--- src/design/rv32i_pkg.sv ---
package rv32i_pkg;

  localparam int XLEN              = 32;
  localparam int REG_AW            = 5;
  localparam int NUM_REGS          = 32;
  localparam int unsigned PC_STEP  = 4;   // Bytes per instruction

  typedef logic [XLEN-1:0]   word_t;
  typedef logic [REG_AW-1:0] reg_idx_t;

  localparam word_t RESET_PC = '0;

  typedef enum logic [6:0] {
    OP_LUI   = 7'b0110111,
    OP_JAL   = 7'b1101111,
    OP_JALR  = 7'b1100111,
    OP_BR    = 7'b1100011,
    OP_LOAD  = 7'b0000011,
    OP_STORE = 7'b0100011,
    OP_IMM   = 7'b0010011,
    OP_REG   = 7'b0110011
  } opcode_t;

  // funct3 of OP_IMM / OP_REG
  localparam logic [2:0] F3_ADD_SUB = 3'b000;
  localparam logic [2:0] F3_SLL     = 3'b001;
  localparam logic [2:0] F3_SLT     = 3'b010;
  localparam logic [2:0] F3_SLTU    = 3'b011;
  localparam logic [2:0] F3_XOR     = 3'b100;
  localparam logic [2:0] F3_SRL_SRA = 3'b101;
  localparam logic [2:0] F3_OR      = 3'b110;
  localparam logic [2:0] F3_AND     = 3'b111;
  localparam logic [2:0] F3_WORD    = 3'b010;  // LW and SW
  localparam logic [2:0] F3_JALR    = 3'b000;

  localparam logic [6:0] F7_BASE = 7'b0000000;
  localparam logic [6:0] F7_ALT  = 7'b0100000;  // SUB, SRA

  typedef enum logic [3:0] {
    ALU_ADD, ALU_SUB, ALU_AND, ALU_OR, ALU_XOR,
    ALU_SLT, ALU_SLTU, ALU_SLL, ALU_SRL, ALU_SRA
  } alu_op_t;

  // Encoded as the branch funct3
  typedef enum logic [2:0] {
    CMP_EQ  = 3'b000,
    CMP_NE  = 3'b001,
    CMP_LT  = 3'b100,
    CMP_GE  = 3'b101,
    CMP_LTU = 3'b110,
    CMP_GEU = 3'b111
  } cmp_op_t;

  typedef enum logic [1:0] {
    WB_ALU, WB_LOAD, WB_IMM, WB_PC4
  } wb_sel_t;

  // All zero is a bubble
  typedef struct packed {
    logic    reg_write;
    logic    mem_read;
    logic    mem_write;
    logic    is_branch;
    logic    is_jal;
    logic    is_jalr;
    logic    use_rs1;   // Operand A is rs1, else PC
    logic    use_imm;   // Operand B is the immediate, else rs2
    alu_op_t alu_op;
    cmp_op_t cmp_op;
    wb_sel_t wb_sel;
  } ctrl_t;

  typedef struct packed {
    ctrl_t    ctrl;
    word_t    pc;
    word_t    rs1_val;
    word_t    rs2_val;
    word_t    imm;
    reg_idx_t rs1;
    reg_idx_t rs2;
    reg_idx_t rd;
  } id_ex_t;

  typedef struct packed {
    ctrl_t    ctrl;
    word_t    alu_res;
    word_t    store_data;
    word_t    imm;
    word_t    pc4;
    reg_idx_t rd;
  } ex_mem_t;

  typedef struct packed {
    ctrl_t    ctrl;
    word_t    alu_res;
    word_t    load_data;
    word_t    imm;
    word_t    pc4;
    reg_idx_t rd;
  } mem_wb_t;

  // Register write value of a stage, picked by wb_sel
  function automatic word_t wb_value(wb_sel_t sel, word_t alu_res, word_t load_data,
                                     word_t imm, word_t pc4);
    case (sel)
      WB_LOAD: return load_data;
      WB_IMM:  return imm;
      WB_PC4:  return pc4;
      default: return alu_res;
    endcase
  endfunction

endpackage

--- src/design/rv32i_decode.sv ---
`timescale 1ns/10ps

module rv32i_decode
  import rv32i_pkg::*;
(
  input  word_t    i_instr,
  output ctrl_t    o_ctrl,
  output word_t    o_imm,
  output reg_idx_t o_rs1,
  output reg_idx_t o_rs2,
  output reg_idx_t o_rd
);

  logic [2:0] funct3;
  logic [6:0] funct7;
  word_t      imm_i, imm_s, imm_b, imm_u, imm_j;
  alu_op_t    arith_op;
  logic       arith_ok;
  logic       is_reg;
  logic       alt;

  assign funct3 = i_instr[14:12];
  assign funct7 = i_instr[31:25];
  assign o_rs1  = i_instr[19:15];
  assign o_rs2  = i_instr[24:20];
  assign o_rd   = i_instr[11:7];

  assign imm_i = {{20{i_instr[31]}}, i_instr[31:20]};
  assign imm_s = {{20{i_instr[31]}}, i_instr[31:25], i_instr[11:7]};
  assign imm_b = {{19{i_instr[31]}}, i_instr[31], i_instr[7], i_instr[30:25],
                  i_instr[11:8], 1'b0};
  assign imm_u = {i_instr[31:12], 12'b0};
  assign imm_j = {{11{i_instr[31]}}, i_instr[31], i_instr[19:12], i_instr[20],
                  i_instr[30:21], 1'b0};

  // ALU op shared by register and immediate forms
  always_comb begin
    is_reg   = (i_instr[6:0] == OP_REG);
    alt      = (funct7 == F7_ALT);
    arith_op = ALU_ADD;
    case (funct3)
      F3_ADD_SUB: arith_op = (is_reg && alt) ? ALU_SUB : ALU_ADD;  // No SUBI
      F3_SLL:     arith_op = ALU_SLL;
      F3_SLT:     arith_op = ALU_SLT;
      F3_SLTU:    arith_op = ALU_SLTU;
      F3_XOR:     arith_op = ALU_XOR;
      F3_SRL_SRA: arith_op = alt ? ALU_SRA : ALU_SRL;
      F3_OR:      arith_op = ALU_OR;
      F3_AND:     arith_op = ALU_AND;
      default:    arith_op = ALU_ADD;
    endcase
    // Immediates only check funct7 on shifts
    arith_ok = (funct7 == F7_BASE) || (alt && (funct3 == F3_SRL_SRA ||
               (is_reg && funct3 == F3_ADD_SUB))) ||
               (!is_reg && funct3 != F3_SLL && funct3 != F3_SRL_SRA);
  end

  always_comb begin
    o_ctrl = '0;
    o_imm  = '0;
    case (i_instr[6:0])
      OP_LUI: begin
        o_ctrl.reg_write = 1'b1;
        o_ctrl.wb_sel    = WB_IMM;
        o_imm            = imm_u;
      end
      OP_JAL: begin
        o_ctrl.reg_write = 1'b1;
        o_ctrl.is_jal    = 1'b1;
        o_ctrl.use_imm   = 1'b1;   // PC + imm
        o_ctrl.wb_sel    = WB_PC4;
        o_imm            = imm_j;
      end
      OP_JALR: begin
        if (funct3 == F3_JALR) begin
          o_ctrl.reg_write = 1'b1;
          o_ctrl.is_jalr   = 1'b1;
          o_ctrl.use_rs1   = 1'b1;
          o_ctrl.use_imm   = 1'b1;
          o_ctrl.wb_sel    = WB_PC4;
          o_imm            = imm_i;
        end
      end
      OP_BR: begin
        if (funct3[2:1] != 2'b01) begin  // 010 and 011 undefined
          o_ctrl.is_branch = 1'b1;
          o_ctrl.use_imm   = 1'b1;  // ALU forms the target
          o_ctrl.cmp_op    = cmp_op_t'(funct3);
          o_imm            = imm_b;
        end
      end
      OP_LOAD: begin
        if (funct3 == F3_WORD) begin
          o_ctrl.reg_write = 1'b1;
          o_ctrl.mem_read  = 1'b1;
          o_ctrl.use_rs1   = 1'b1;
          o_ctrl.use_imm   = 1'b1;
          o_ctrl.wb_sel    = WB_LOAD;
          o_imm            = imm_i;
        end
      end
      OP_STORE: begin
        if (funct3 == F3_WORD) begin
          o_ctrl.mem_write = 1'b1;
          o_ctrl.use_rs1   = 1'b1;
          o_ctrl.use_imm   = 1'b1;
          o_imm            = imm_s;
        end
      end
      OP_IMM, OP_REG: begin
        if (arith_ok) begin
          o_ctrl.reg_write = 1'b1;
          o_ctrl.use_rs1   = 1'b1;
          o_ctrl.use_imm   = !is_reg;
          o_ctrl.alu_op    = arith_op;
          o_imm            = imm_i;
        end
      end
      default: ;  // Bubble
    endcase
  end

endmodule

--- src/design/rv32i_regfile.sv ---
`timescale 1ns/10ps

module rv32i_regfile
  import rv32i_pkg::*;
(
  input  logic     clk,
  input  logic     i_arst_n,
  input  logic     i_we,
  input  reg_idx_t i_wr_idx,
  input  word_t    i_wr_data,
  input  reg_idx_t i_rd_idx_a,
  input  reg_idx_t i_rd_idx_b,
  output word_t    o_rd_a,
  output word_t    o_rd_b
);

  word_t regs [NUM_REGS];

  always_ff @(posedge clk or negedge i_arst_n) begin
    if (!i_arst_n) begin
      for (int i = 0; i < NUM_REGS; i++) regs[i] <= '0;
    end else if (i_we && i_wr_idx != '0) begin
      regs[i_wr_idx] <= i_wr_data;
    end
  end

  // Write-through so ID sees the WB result in the same cycle
  function automatic word_t read_port(reg_idx_t idx);
    if (idx == '0) return '0;
    if (i_we && idx == i_wr_idx) return i_wr_data;
    return regs[idx];
  endfunction

  always_comb begin
    o_rd_a = read_port(i_rd_idx_a);
    o_rd_b = read_port(i_rd_idx_b);
  end

endmodule

--- src/design/rv32i_pipe_reg.sv ---
`timescale 1ns/10ps

module rv32i_pipe_reg #(
  parameter type T = logic
) (
  input  logic clk,
  input  logic i_arst_n,
  input  logic i_load,
  input  logic i_flush,
  input  T     i_d,
  output T     o_q
);

  // Zero payload carries a zero control word, i.e. a bubble
  always_ff @(posedge clk or negedge i_arst_n) begin
    if (!i_arst_n) begin
      o_q <= '0;
    end else if (i_flush) begin
      o_q <= '0;
    end else if (i_load) begin
      o_q <= i_d;
    end
  end

endmodule

--- src/design/rv32i_execute.sv ---
`timescale 1ns/10ps

module rv32i_execute
  import rv32i_pkg::*;
(
  input  id_ex_t  i_id_ex,
  input  ex_mem_t i_ex_mem,
  input  mem_wb_t i_mem_wb,
  output ex_mem_t o_ex_mem,
  output logic    o_redirect,
  output word_t   o_target,
  output logic    o_load_use
);

  ctrl_t ctrl;
  word_t mem_fwd, wb_fwd;
  word_t rs1_val, rs2_val;
  word_t op_a, op_b;
  word_t alu_res;
  logic  taken;
  logic  rs1_used, rs2_used;

  assign ctrl = i_id_ex.ctrl;

  always_comb begin
    case (i_ex_mem.ctrl.wb_sel)
      WB_IMM:  mem_fwd = i_ex_mem.imm;
      WB_PC4:  mem_fwd = i_ex_mem.pc4;
      default: mem_fwd = i_ex_mem.alu_res;  // No load data yet in MEM
    endcase
  end

  assign wb_fwd  = wb_value(i_mem_wb.ctrl.wb_sel, i_mem_wb.alu_res, i_mem_wb.load_data,
                            i_mem_wb.imm, i_mem_wb.pc4);

  // Youngest producer wins
  function automatic word_t fwd_operand(reg_idx_t idx, word_t reg_val);
    if (idx == '0) return reg_val;
    if (i_ex_mem.ctrl.reg_write && i_ex_mem.rd == idx) return mem_fwd;
    if (i_mem_wb.ctrl.reg_write && i_mem_wb.rd == idx) return wb_fwd;
    return reg_val;
  endfunction

  always_comb begin
    rs1_val = fwd_operand(i_id_ex.rs1, i_id_ex.rs1_val);
    rs2_val = fwd_operand(i_id_ex.rs2, i_id_ex.rs2_val);
  end

  assign op_a = ctrl.use_rs1 ? rs1_val : i_id_ex.pc;
  assign op_b = ctrl.use_imm ? i_id_ex.imm : rs2_val;

  always_comb begin
    case (ctrl.alu_op)
      ALU_SUB:  alu_res = op_a - op_b;
      ALU_AND:  alu_res = op_a & op_b;
      ALU_OR:   alu_res = op_a | op_b;
      ALU_XOR:  alu_res = op_a ^ op_b;
      ALU_SLT:  alu_res = {{(XLEN-1){1'b0}}, $signed(op_a) < $signed(op_b)};
      ALU_SLTU: alu_res = {{(XLEN-1){1'b0}}, op_a < op_b};
      ALU_SLL:  alu_res = op_a << op_b[4:0];
      ALU_SRL:  alu_res = op_a >> op_b[4:0];
      ALU_SRA:  alu_res = $signed(op_a) >>> op_b[4:0];
      default:  alu_res = op_a + op_b;
    endcase
  end

  always_comb begin
    case (ctrl.cmp_op)
      CMP_EQ:  taken = (rs1_val == rs2_val);
      CMP_NE:  taken = (rs1_val != rs2_val);
      CMP_LT:  taken = ($signed(rs1_val) < $signed(rs2_val));
      CMP_GE:  taken = ($signed(rs1_val) >= $signed(rs2_val));
      CMP_LTU: taken = (rs1_val < rs2_val);
      CMP_GEU: taken = (rs1_val >= rs2_val);
      default: taken = 1'b0;
    endcase
  end

  assign o_redirect = ctrl.is_jal || ctrl.is_jalr || (ctrl.is_branch && taken);
  assign o_target   = {alu_res[XLEN-1:1], 1'b0};  // Clears bit 0 for JALR

  // Operands actually read by this instruction
  assign rs1_used = ctrl.use_rs1 || ctrl.is_branch;
  assign rs2_used = (ctrl.use_rs1 && !ctrl.use_imm) || ctrl.is_branch || ctrl.mem_write;

  assign o_load_use = i_ex_mem.ctrl.mem_read && i_ex_mem.rd != '0 &&
                      ((rs1_used && i_ex_mem.rd == i_id_ex.rs1) ||
                       (rs2_used && i_ex_mem.rd == i_id_ex.rs2));

  always_comb begin
    o_ex_mem.ctrl       = ctrl;
    o_ex_mem.alu_res    = alu_res;
    o_ex_mem.store_data = rs2_val;
    o_ex_mem.imm        = i_id_ex.imm;
    o_ex_mem.pc4        = i_id_ex.pc + PC_STEP;  // Link value
    o_ex_mem.rd         = i_id_ex.rd;
  end

endmodule

--- src/design/rv32i_hazard.sv ---
`timescale 1ns/10ps

module rv32i_hazard (
  input  logic i_load_use,
  input  logic i_redirect,
  input  logic i_imem_resp,
  input  logic i_dmem_resp,
  input  logic i_dmem_busy,
  output logic o_load_pc,
  output logic o_load_if,
  output logic o_load_id,
  output logic o_load_ex,
  output logic o_load_mem,
  output logic o_flush_if,
  output logic o_flush_id,
  output logic o_flush_ex
);

  logic mem_wait;

  assign mem_wait = !i_imem_resp || (i_dmem_busy && !i_dmem_resp);

  always_comb begin
    o_load_pc  = 1'b1;
    o_load_if  = 1'b1;
    o_load_id  = 1'b1;
    o_load_ex  = 1'b1;
    o_load_mem = 1'b1;
    o_flush_if = 1'b0;
    o_flush_id = 1'b0;
    o_flush_ex = 1'b0;

    if (mem_wait) begin         // Whole pipe holds
      o_load_pc  = 1'b0;
      o_load_if  = 1'b0;
      o_load_id  = 1'b0;
      o_load_ex  = 1'b0;
      o_load_mem = 1'b0;
    end else if (i_load_use) begin
      // ID/EX stays loaded, it recirculates its own instruction
      o_load_pc  = 1'b0;
      o_load_if  = 1'b0;
      o_load_ex  = 1'b0;
      o_flush_ex = 1'b1;        // Bubble into MEM
    end else if (i_redirect) begin
      o_flush_if = 1'b1;        // Two wrong-path slots
      o_flush_id = 1'b1;
    end
  end

endmodule

--- src/design/rv32i_core.sv ---
`timescale 1ns/10ps

module rv32i_core
  import rv32i_pkg::*;
(
  input  logic  clk,
  input  logic  i_arst_n,
  output word_t o_imem_addr,
  output logic  o_imem_read,
  input  word_t i_imem_data,
  input  logic  i_imem_resp,
  output word_t o_dmem_addr,
  output word_t o_dmem_wdata,
  output logic  o_dmem_read,
  output logic  o_dmem_write,
  input  word_t i_dmem_rdata,
  input  logic  i_dmem_resp
);

  word_t    pc;
  word_t    if_id_pc, if_id_instr;
  ctrl_t    id_ctrl;
  word_t    id_imm;
  reg_idx_t id_rs1, id_rs2, id_rd;
  reg_idx_t rf_idx_a, rf_idx_b;
  word_t    rf_a, rf_b;
  word_t    wb_data;
  id_ex_t   id_ex_d, id_ex_q;
  ex_mem_t  ex_mem_d, ex_mem_q;
  mem_wb_t  mem_wb_d, mem_wb_q;
  logic     redirect, load_use, dmem_busy;
  word_t    target;
  logic     load_pc, load_if, load_id, load_ex, load_mem;
  logic     flush_if, flush_id, flush_ex;
  logic     dmem_done;
  word_t    rdata_hold;

  // IF
  always_ff @(posedge clk or negedge i_arst_n) begin
    if (!i_arst_n) begin
      pc <= RESET_PC;
    end else if (load_pc) begin
      pc <= redirect ? target : pc + PC_STEP;
    end
  end

  assign o_imem_addr = pc;
  assign o_imem_read = 1'b1;

  always_ff @(posedge clk or negedge i_arst_n) begin
    if (!i_arst_n) begin
      if_id_pc    <= '0;
      if_id_instr <= '0;        // Zero word decodes to a bubble
    end else if (flush_if) begin
      if_id_pc    <= '0;
      if_id_instr <= '0;
    end else if (load_if) begin
      if_id_pc    <= pc;
      if_id_instr <= i_imem_data;
    end
  end

  // ID
  rv32i_decode u_decode (
    .i_instr (if_id_instr),
    .o_ctrl  (id_ctrl),
    .o_imm   (id_imm),
    .o_rs1   (id_rs1),
    .o_rs2   (id_rs2),
    .o_rd    (id_rd)
  );

  // During a load-use stall the EX operands are re-read, picking up the WB write
  assign rf_idx_a = load_use ? id_ex_q.rs1 : id_rs1;
  assign rf_idx_b = load_use ? id_ex_q.rs2 : id_rs2;

  rv32i_regfile u_regfile (
    .clk        (clk),
    .i_arst_n   (i_arst_n),
    .i_we       (mem_wb_q.ctrl.reg_write),
    .i_wr_idx   (mem_wb_q.rd),
    .i_wr_data  (wb_data),
    .i_rd_idx_a (rf_idx_a),
    .i_rd_idx_b (rf_idx_b),
    .o_rd_a     (rf_a),
    .o_rd_b     (rf_b)
  );

  always_comb begin
    if (load_use) begin
      id_ex_d         = id_ex_q;   // Same instruction, fresh operands
      id_ex_d.rs1_val = rf_a;
      id_ex_d.rs2_val = rf_b;
    end else begin
      id_ex_d.ctrl    = id_ctrl;
      id_ex_d.pc      = if_id_pc;
      id_ex_d.rs1_val = rf_a;
      id_ex_d.rs2_val = rf_b;
      id_ex_d.imm     = id_imm;
      id_ex_d.rs1     = id_rs1;
      id_ex_d.rs2     = id_rs2;
      id_ex_d.rd      = id_rd;
    end
  end

  rv32i_pipe_reg #(.T(id_ex_t)) u_id_ex (
    .clk      (clk),
    .i_arst_n (i_arst_n),
    .i_load   (load_id),
    .i_flush  (flush_id),
    .i_d      (id_ex_d),
    .o_q      (id_ex_q)
  );

  // EX, regfile feeds it directly
  rv32i_execute u_execute (
    .i_id_ex    (id_ex_q),
    .i_ex_mem   (ex_mem_q),
    .i_mem_wb   (mem_wb_q),
    .o_ex_mem   (ex_mem_d),
    .o_redirect (redirect),
    .o_target   (target),
    .o_load_use (load_use)
  );

  rv32i_pipe_reg #(.T(ex_mem_t)) u_ex_mem (
    .clk      (clk),
    .i_arst_n (i_arst_n),
    .i_load   (load_ex),
    .i_flush  (flush_ex),
    .i_d      (ex_mem_d),
    .o_q      (ex_mem_q)
  );

  // MEM
  // Access finished under a fetch wait, strobes stay low until EX/MEM moves on
  always_ff @(posedge clk or negedge i_arst_n) begin
    if (!i_arst_n) begin
      dmem_done  <= 1'b0;
      rdata_hold <= '0;
    end else if (load_mem) begin
      dmem_done  <= 1'b0;
    end else if (dmem_busy && i_dmem_resp) begin
      dmem_done  <= 1'b1;
      rdata_hold <= i_dmem_rdata;
    end
  end

  assign o_dmem_addr  = {ex_mem_q.alu_res[XLEN-1:2], 2'b00};
  assign o_dmem_wdata = ex_mem_q.store_data;
  assign o_dmem_read  = ex_mem_q.ctrl.mem_read && !dmem_done;
  assign o_dmem_write = ex_mem_q.ctrl.mem_write && !dmem_done;
  assign dmem_busy    = o_dmem_read || o_dmem_write;

  always_comb begin
    mem_wb_d.ctrl      = ex_mem_q.ctrl;
    mem_wb_d.alu_res   = ex_mem_q.alu_res;
    mem_wb_d.load_data = dmem_done ? rdata_hold : i_dmem_rdata;
    mem_wb_d.imm       = ex_mem_q.imm;
    mem_wb_d.pc4       = ex_mem_q.pc4;
    mem_wb_d.rd        = ex_mem_q.rd;
  end

  rv32i_pipe_reg #(.T(mem_wb_t)) u_mem_wb (
    .clk      (clk),
    .i_arst_n (i_arst_n),
    .i_load   (load_mem),
    .i_flush  (1'b0),
    .i_d      (mem_wb_d),
    .o_q      (mem_wb_q)
  );

  // WB
  assign wb_data = wb_value(mem_wb_q.ctrl.wb_sel, mem_wb_q.alu_res, mem_wb_q.load_data,
                            mem_wb_q.imm, mem_wb_q.pc4);

  rv32i_hazard u_hazard (
    .i_load_use  (load_use),
    .i_redirect  (redirect),
    .i_imem_resp (i_imem_resp),
    .i_dmem_resp (i_dmem_resp),
    .i_dmem_busy (dmem_busy),
    .o_load_pc   (load_pc),
    .o_load_if   (load_if),
    .o_load_id   (load_id),
    .o_load_ex   (load_ex),
    .o_load_mem  (load_mem),
    .o_flush_if  (flush_if),
    .o_flush_id  (flush_id),
    .o_flush_ex  (flush_ex)
  );

endmodule

--- config.mk ---
export PLATFORM = sky130hd
export DESIGN_NAME = rv32i_core
export DESIGN_NICKNAME = d
export VERILOG_FILES = /design/src/design/rv32i_pkg.sv /design/src/design/rv32i_decode.sv /design/src/design/rv32i_regfile.sv /design/src/design/rv32i_pipe_reg.sv /design/src/design/rv32i_execute.sv /design/src/design/rv32i_hazard.sv /design/src/design/rv32i_core.sv
export SDC_FILE = /design/constraint.sdc
export NUM_CORES = 2
export LEC_CHECK = 0
export BUFFER_PORTS_ARGS = -buffer_cell sky130_fd_sc_hd__buf_2
export CELL_PAD_IN_SITES_DETAIL_PLACEMENT = 0
export CELL_PAD_IN_SITES_GLOBAL_PLACEMENT = 1
export CORE_UTILIZATION = 25
export DETAILED_ROUTE_END_ITERATION = 10
export PLACE_DENSITY_LB_ADDON = 0.1
export SLEW_MARGIN = 15
export SYNTH_ARGS = -nofsm -noshare
export SYNTH_HDL_FRONTEND = slang
export SYNTH_SLANG_ARGS = --single-unit
--- constraint.sdc ---
create_clock -name clk -period 16.4 [get_ports clk]
set_input_delay 3.28 -clock clk [delete_from_list [all_inputs] [get_ports clk]]
set_output_delay 3.28 -clock clk [all_outputs]
set_load 0.02 [all_outputs]
# After elaboration in Yosys (flattened, before gate mapping)
# Index checks and enable logic that the tools add are counted.
dict set report totals {
  reg_bits 1587
  in_bits 68
  out_inout_bits 99
  word_cells 303
}
dict set report op_classes {
  add_sub_neg 4
  magnitude_cmp 10
  eq_ne 49
  shift 3
  n_mux 105
  bitwise_logic 6
  n_reduce_logical 55
}
# op n
set op_table {}
lappend op_table {{32-bit two-way mux} 38}
lappend op_table {{1024-bit bitwise mux} 1}
lappend op_table {{160-bit two-way mux} 3}
lappend op_table {{32-bit binary-select mux with 5-bit select} 2}
lappend op_table {{150-bit two-way mux} 2}
lappend op_table {{32-bit one-hot mux with 9 select lines} 1}
lappend op_table {{32-bit one-hot mux with 7 select lines} 1}
lappend op_table {{32-bit demux with 5-bit select} 1}
lappend op_table {{32-bit < comparator} 4}
lappend op_table {{32-bit one-hot mux with 3 select lines} 1}
lappend op_table {{32-bit by 3-bit adder with 32-bit output (second input constant)} 2}
lappend op_table {{32-bit greater-or-equal comparator} 2}
lappend op_table {{32-bit one-hot mux with 2 select lines} 1}
lappend op_table {{1-bit two-way mux} 39}
lappend op_table {{32-bit adder} 1}
lappend op_table {{32-bit AND} 1}
lappend op_table {{32-bit equality test} 1}
lappend op_table {{32-bit inequality test} 1}
lappend op_table {{32-bit bitwise OR} 1}
lappend op_table {{4-bit one-hot mux with 8 select lines} 1}
lappend op_table {{32-bit by 5-bit left shift with 32-bit output} 1}
lappend op_table {{32-bit by 5-bit >> shifter with 32-bit output} 1}
lappend op_table {{32-bit by 5-bit >>> shifter with 32-bit output} 1}
lappend op_table {{32-bit subtractor} 1}
lappend op_table {{other kinds (42)} 124}

# Logic depth before layout (Yosys ltp)
dict set report depth {
  word_depth 18
  depth_mapped 25
  ltp_nobuf 21
}

# By module
# Synthesis repeated with hierarchy kept, for this count alone.
dict set report unflattened {
  cells_unflattened 8397
  area_unflattened_um2 98933.6
}
# mod instances cells_per_inst area_each_um2 seq_area_each_um2
set modules_own_cells {}
lappend modules_own_cells {rv32i_regfile 1 3920 55988.7 25624.6}
lappend modules_own_cells {rv32i_execute 1 2135 15056.9 0.0}
lappend modules_own_cells {{rv32i_pipe_reg at u_ex_mem ...} 2 484 6094.6 3753.6}
lappend modules_own_cells {rv32i_core 1 706 8092.8 3228.1}
lappend modules_own_cells {{rv32i_pipe_reg at u_id_ex} 1 516 6493.7 4003.8}
lappend modules_own_cells {rv32i_decode 1 141 1034.7 0.0}
lappend modules_own_cells {rv32i_hazard 1 11 77.6 0.0}

# Worst setup path before layout
# No wires, ideal clock.
dict set report synth_timing {
  kind {register to register}
  from {register u_ex_mem.o_q[2] (netlist name)}
  to {register u_id_ex.o_q[48] (netlist name)}
  setup_time_ns 0.142
  t_arrival_ns 5.572
  required_ns 16.258
  path_slack_ns 10.685
  stages_incl_launch_ff 24
  n_path_buf 5
  period_less_slack_ns 5.715
  cell_sequence {dfrtp_1 -> xor2_1 -> nor4_1 -> nand3_1 -> buf_2 -> buf_1 -> a21oi_1 -> clkbuf_1 -> o22a_1 -> ha_1 -> a21o_1 -> a21o_1 -> a21o_1 -> a2111oi_0 -> o2111a_1 -> o221ai_1 -> a211oi_1 -> mux2i_1 -> o221a_2 -> o21ai_1 -> or2_0 -> buf_1 -> clkbuf_1 -> o221ai_1}
}
dict set report synth_between {
  elab_chain_cells 15
  elab_cells_between_ends 54
  classes_between {order compare: 4; eq/ne: 6; mux: 31; bitwise: 1; reduce/logical: 12}
}
# element line_no
set synth_lines {}
lappend synth_lines {{start: declaration} rv32i_pipe_reg.sv:11} ;# output T o_q
lappend synth_lines {{start signal: assignment} rv32i_pipe_reg.sv:21} ;# o_q <= i_d;
lappend synth_lines {{5-bit equality test (on tied branches)} {rv32i_execute.sv:39, rv32i_execute.sv:87, rv32i_execute.sv:88}}
lappend synth_lines {{1-bit logical AND} rv32i_execute.sv:39} ;# if (i_ex_mem.ctrl.reg_write && i_ex_mem.rd == idx) return mem_fwd;
lappend synth_lines {{32-bit two-way mux} rv32i_execute.sv:39}
lappend synth_lines {{32-bit two-way mux} rv32i_execute.sv:40} ;# if (i_mem_wb.ctrl.reg_write && i_mem_wb.rd == idx) return wb_fwd;
lappend synth_lines {{32-bit two-way mux} rv32i_execute.sv:41} ;# return reg_val;
lappend synth_lines {{32-bit two-way mux} rv32i_execute.sv:40}
lappend synth_lines {{32-bit two-way mux} rv32i_execute.sv:39}
lappend synth_lines {{32-bit greater-or-equal comparator, or another cell as far along} rv32i_execute.sv:74} ;# CMP_GEU: taken = (rs1_val >= rs2_val);
lappend synth_lines {{1-bit one-hot mux with 6 select lines} rv32i_execute.sv:68} ;# case (ctrl.cmp_op)
lappend synth_lines {{1-bit logical AND} rv32i_execute.sv:79} ;# assign o_redirect = ctrl.is_jal || ctrl.is_jalr || (ctrl.is_branch && taken);
lappend synth_lines {{1-bit logical OR} rv32i_execute.sv:79}
lappend synth_lines {{1-bit two-way mux} rv32i_hazard.sv:45} ;# end else if (i_redirect) begin
lappend synth_lines {{1-bit two-way mux} rv32i_hazard.sv:39} ;# end else if (i_load_use) begin
lappend synth_lines {{1-bit two-way mux} rv32i_hazard.sv:33} ;# if (mem_wait) begin
lappend synth_lines {{2-bit inequality test (no source line) or 160-bit two-way mux (tied branches)} n/a}
lappend synth_lines {{end signal: assignment} rv32i_pipe_reg.sv:21}
lappend synth_lines {{end: declaration} rv32i_pipe_reg.sv:11}
# Parallel ways exist; a longest one is shown, timed or not. The select of a mux whose other input is x is not followed.
# A chain may end at the register's enable or synchronous reset.

# Worst setup path in the final report
dict set report layout_timing {
  from {register u_mem_wb.o_q[134] (netlist name)}
  to {register u_id_ex.o_q[98] (netlist name)}
}
dict set report layout_between {
  elab_chain_cells 14
  elab_cells_between_ends 31
  classes_between {order compare: 4; eq/ne: 6; mux: 19; reduce/logical: 2}
}
# element line_no
set layout_lines {}
lappend layout_lines {{start: declaration} rv32i_pipe_reg.sv:11}
lappend layout_lines {{start signal: assignment} rv32i_pipe_reg.sv:21}
lappend layout_lines {{2-bit equality test or 2-bit by 1-bit equality test with 1-bit output (tied branches)} rv32i_pkg.sv:105} ;# case (sel)
lappend layout_lines {{32-bit one-hot mux with 3 select lines *} rv32i_pkg.sv:105}
lappend layout_lines {{32-bit two-way mux} rv32i_execute.sv:40}
lappend layout_lines {{32-bit two-way mux} rv32i_execute.sv:41}
lappend layout_lines {{32-bit two-way mux} rv32i_execute.sv:40}
lappend layout_lines {{32-bit two-way mux} rv32i_execute.sv:39}
lappend layout_lines {{32-bit greater-or-equal comparator, or another cell as far along} rv32i_execute.sv:74}
lappend layout_lines {{1-bit one-hot mux with 6 select lines} rv32i_execute.sv:68}
lappend layout_lines {{1-bit logical AND} rv32i_execute.sv:79}
lappend layout_lines {{1-bit logical OR} rv32i_execute.sv:79}
lappend layout_lines {{1-bit two-way mux} rv32i_hazard.sv:45}
lappend layout_lines {{1-bit two-way mux} rv32i_hazard.sv:39}
lappend layout_lines {{1-bit two-way mux} rv32i_hazard.sv:33}
lappend layout_lines {{2-bit inequality test (no source line) or 160-bit two-way mux (tied branches)} n/a}
# Every way passes the cells marked *; elsewhere a longest branch is shown, timed or not. The select of a mux whose other input is x is not followed.

==> results.toml <==
[power_and_ir_drop]
power.internal_uw = 7620
comb_power_share_pct = 22.8
sequentialPowerShare_pct = 37.1
p_switching_uw = 4100
p_clk_share_pct = 40.0
p_per_area_nw_per_um2 = 114
power.share.switching_pct = 35.0
p_leak_uw = 0.0430
ir_drop_mv = 0.0853

[yosys]
synth_cell_type_count = 95
synth_edf_count = 0
ys_warn_count = 0
synthArstFlopShare_pct = 100
avgSynthCellArea_um2 = 9.59
syn_area_um2 = 90100
synth_flop_cell = "dfrtp_1"
synth_cells = 9392
synth_seq_area_share_pct = 44.1
ys_ff_latch = 1586

[sta]
post-route-period-util_pct = 49.6
fin_crit_ns = 8.13
slew-limit-headroom_pct = 9.88
fmax_mhz = 123
setup-tns-final_ns = 0
fin_worst_skew_ns = 0.0703
rsz0062_at_grt = "no"
setup_viol = 0
hold_viol_final = 0
slew_violations = 0
tightestPinTransition_ns = 1.34

[clock_tree]
clk_latency_ns = 0.93
cts-resized-gates = 0
cts_root_buf = "clkbuf_16"
clkTransAtPathRegs_ns = 0.06
cts.sink_count = 1586
cts_buffers = 202
post_cts_buffers = 0
clockBufferDepth = 4
h-tree-depth = 4
tritoncts = "yes"
cts_hold_buffers = 0

[route]
drt-pass1-iter-count = 6
final_antenna_net_count = 0
post_drt_via_cell_ratio = 5.28
first_iter_violations = 6237
drc = 0
wire_per_inst_um = 31.2
vias = 74300
wl_um = 439000

[worst_setup_path]
worstPathMaxFanout = 53
critPathMaxStageDelay_ns = 0.92
path_class = "register to register"
crit_buf_inv = 1
crit_chain = "buf_4 -> mux2_2 -> o21ai_4 -> nor3b_1 -> a21oi_1 -> o22a_1 -> ha_1 -> a21o_1 -> a21o_1 -> a21o_1 -> a2111oi_0 -> o2111a_1 -> o221ai_1 -> a211oi_1 -> mux2i_1 -> o221ai_1 -> a21oi_4 -> nand2_2 -> o21ai_1"
cp_slowest_cell = "a21oi_4"
cp_top_family = "compound AO/OA/AOI/OAI gates"
end_kind = "register"
rrSetupSlack_ns = 8.27
crit_top_cell = "a21o_1"
cp_data_arrival_time_ns = 8.92
start_kind = "register"
cp.required_ns = 17.19

[cells_and_area]
fin_util_pct = 28.7
layout_commonest_cell = "nand2_1"
nets = 9318
drive_gt1_share_pct = 16.1
layout.cells.most_common_list = "nand2_1 (2,398), dfrtp_1 (1,579), o21ai_0 (1,296), mux4_2 (513), mux2i_1 (329)"
area_growth_pct = 14.2
fill_cells = 37900

[floorplan]
dieArea_um2 = 363000
core-area_um2 = 359000
ios = 167
num_rows = 220
die_w_um = 602
die_h_um = 602
start_util_pct = 25.1

[placed_design]
portBuffers = 162
dp_hpwl_um = 287000
gp_congestion = 0.918

[global_route]
grt_max_degree = 173
track_usage_pct = 23.9
gr-total-overflow = 0
grt_first_pass_wirelength_um = 618000
first_global_vias = 74800
antenna_found_initial = 24

[run_status]
status = "complete, no violations"

[job]
drv_cap = 0

[worst_hold_path]
hp-class = "register to register"
-- metal layers --
| layer | track usage [%] | up-vias | part of all wire, % |
|---|---|---|---|
| met5 | 0 | - | 0.0061 |
| met4 | 8.81 | 4 | 4.5 |
| met3 | 2.69 | 588 | 4.5 |
| met2 | 39.8 | 2116 | 47 |
| met1 | 31.7 | 38700 | 44 |
| li1 | - | 32900 | - |
-- area by class of cell --
class | count | area (um2) | share of cell area (%)
tap | 4773 | 5970 | 5.81
sequential | 1586 | 39700 | 38.6
multi-input combinational | 6759 | 46700 | 45.4
inverter | 120 | 450 | 0.438
timing repair buffer | 448 | 3160 | 3.07
clock buffer | 301 | 6010 | 5.85
clock inverter | 60 | 805 | 0.782
antenna | 14 | 35.0 | 0.0341
-- final timing paths --
path | from | cells after the start | to
worst max register to register | u_mem_wb.o_q[134] | 19 | u_id_ex.o_q[98]
worst min register to register | u_regfile.regs[999] | 0 | u_regfile.regs[999]
max in group asynchronous | i_arst_n | 4 | u_regfile.regs[781]
worst min-delay path | u_regfile.regs[999] | 0 | u_regfile.regs[999]
worst max-delay path | u_mem_wb.o_q[134] | 19 | u_id_ex.o_q[98]
min in group asynchronous | i_arst_n | 1 | rdata_hold[29]
-- Yosys cell counts (all sizes together), types with 96 or more instances --
master / count / share of area, %
inv: 115 / 0.48
nand2: 2437 / 10
and3: 96 / 0.67
mux4: 513 / 13
nand3: 202 / 1.1
a21oi: 198 / 1.1
buf: 256 / 1.6
ha: 131 / 1.8
a22o: 107 / 1.0
clkbuf: 673 / 2.8
nor2: 205 / 0.87
dfrtp: 1586 / 44
o21ai: 1391 / 7.7
mux2i: 343 / 3.8
a31oi: 101 / 0.75
-- cell families (layout without fill, tap and decap cells) --
kind of cell	count (synthesis)	after routing	share of synthesized area (%)
buf+inv	1049	929	4.91
compound gates	2415	2415	16.1
xor+xnor	104	104	1.01
simple gates	3178	3178	14.5
flops	1586	1586	44.1
fa+ha+maj	133	133	1.86
mux	925	925	17.5
other cells	2	18	0.00834
-- power by group through the flow --
stage	clock network, uW	logic (uW)	registers (uW)
2_1_floorplan	0	1440	4270
3_3_place_gp	0	2690	4420
3_5_place_dp	0	2680	4420
4_1_cts	4830	2690	4350
5_1_grt	4960	2830	4370
6_report	4690	2680	4350
-- through the flow --
step | hold WS, ns | cell area [um2] | setup WS, ns | cells | power, uW
2_1_floorplan | 0.439 | 90100 | 10.69 | 9394 | 5710
6_report | 0.392 | 103000 | 8.27 | 14100 | 11700
4_1_cts | 0.395 | 103000 | 7.73 | 14000 | 11900
3_5_place_dp | 0.382 | 96000 | 7.82 | 13700 | 7100
5_1_grt | 0.406 | 103000 | 7.70 | 14100 | 12200
3_3_place_gp | 0.375 | 96000 | 7.77 | 13700 | 7110
-- sequential cells by signal, indices dropped and copies added, names as in the netlist --
signal and count:
u_ex_mem.o_q 138, u_id_ex.o_q 160, u_mem_wb.o_q 136, if_id_instr 32
u_regfile.regs 1024, if_id_pc 32, rdata_hold 32, dmem_done 1
o_imem_addr 31
Note: power is estimated with default switching activity, not from simulation.
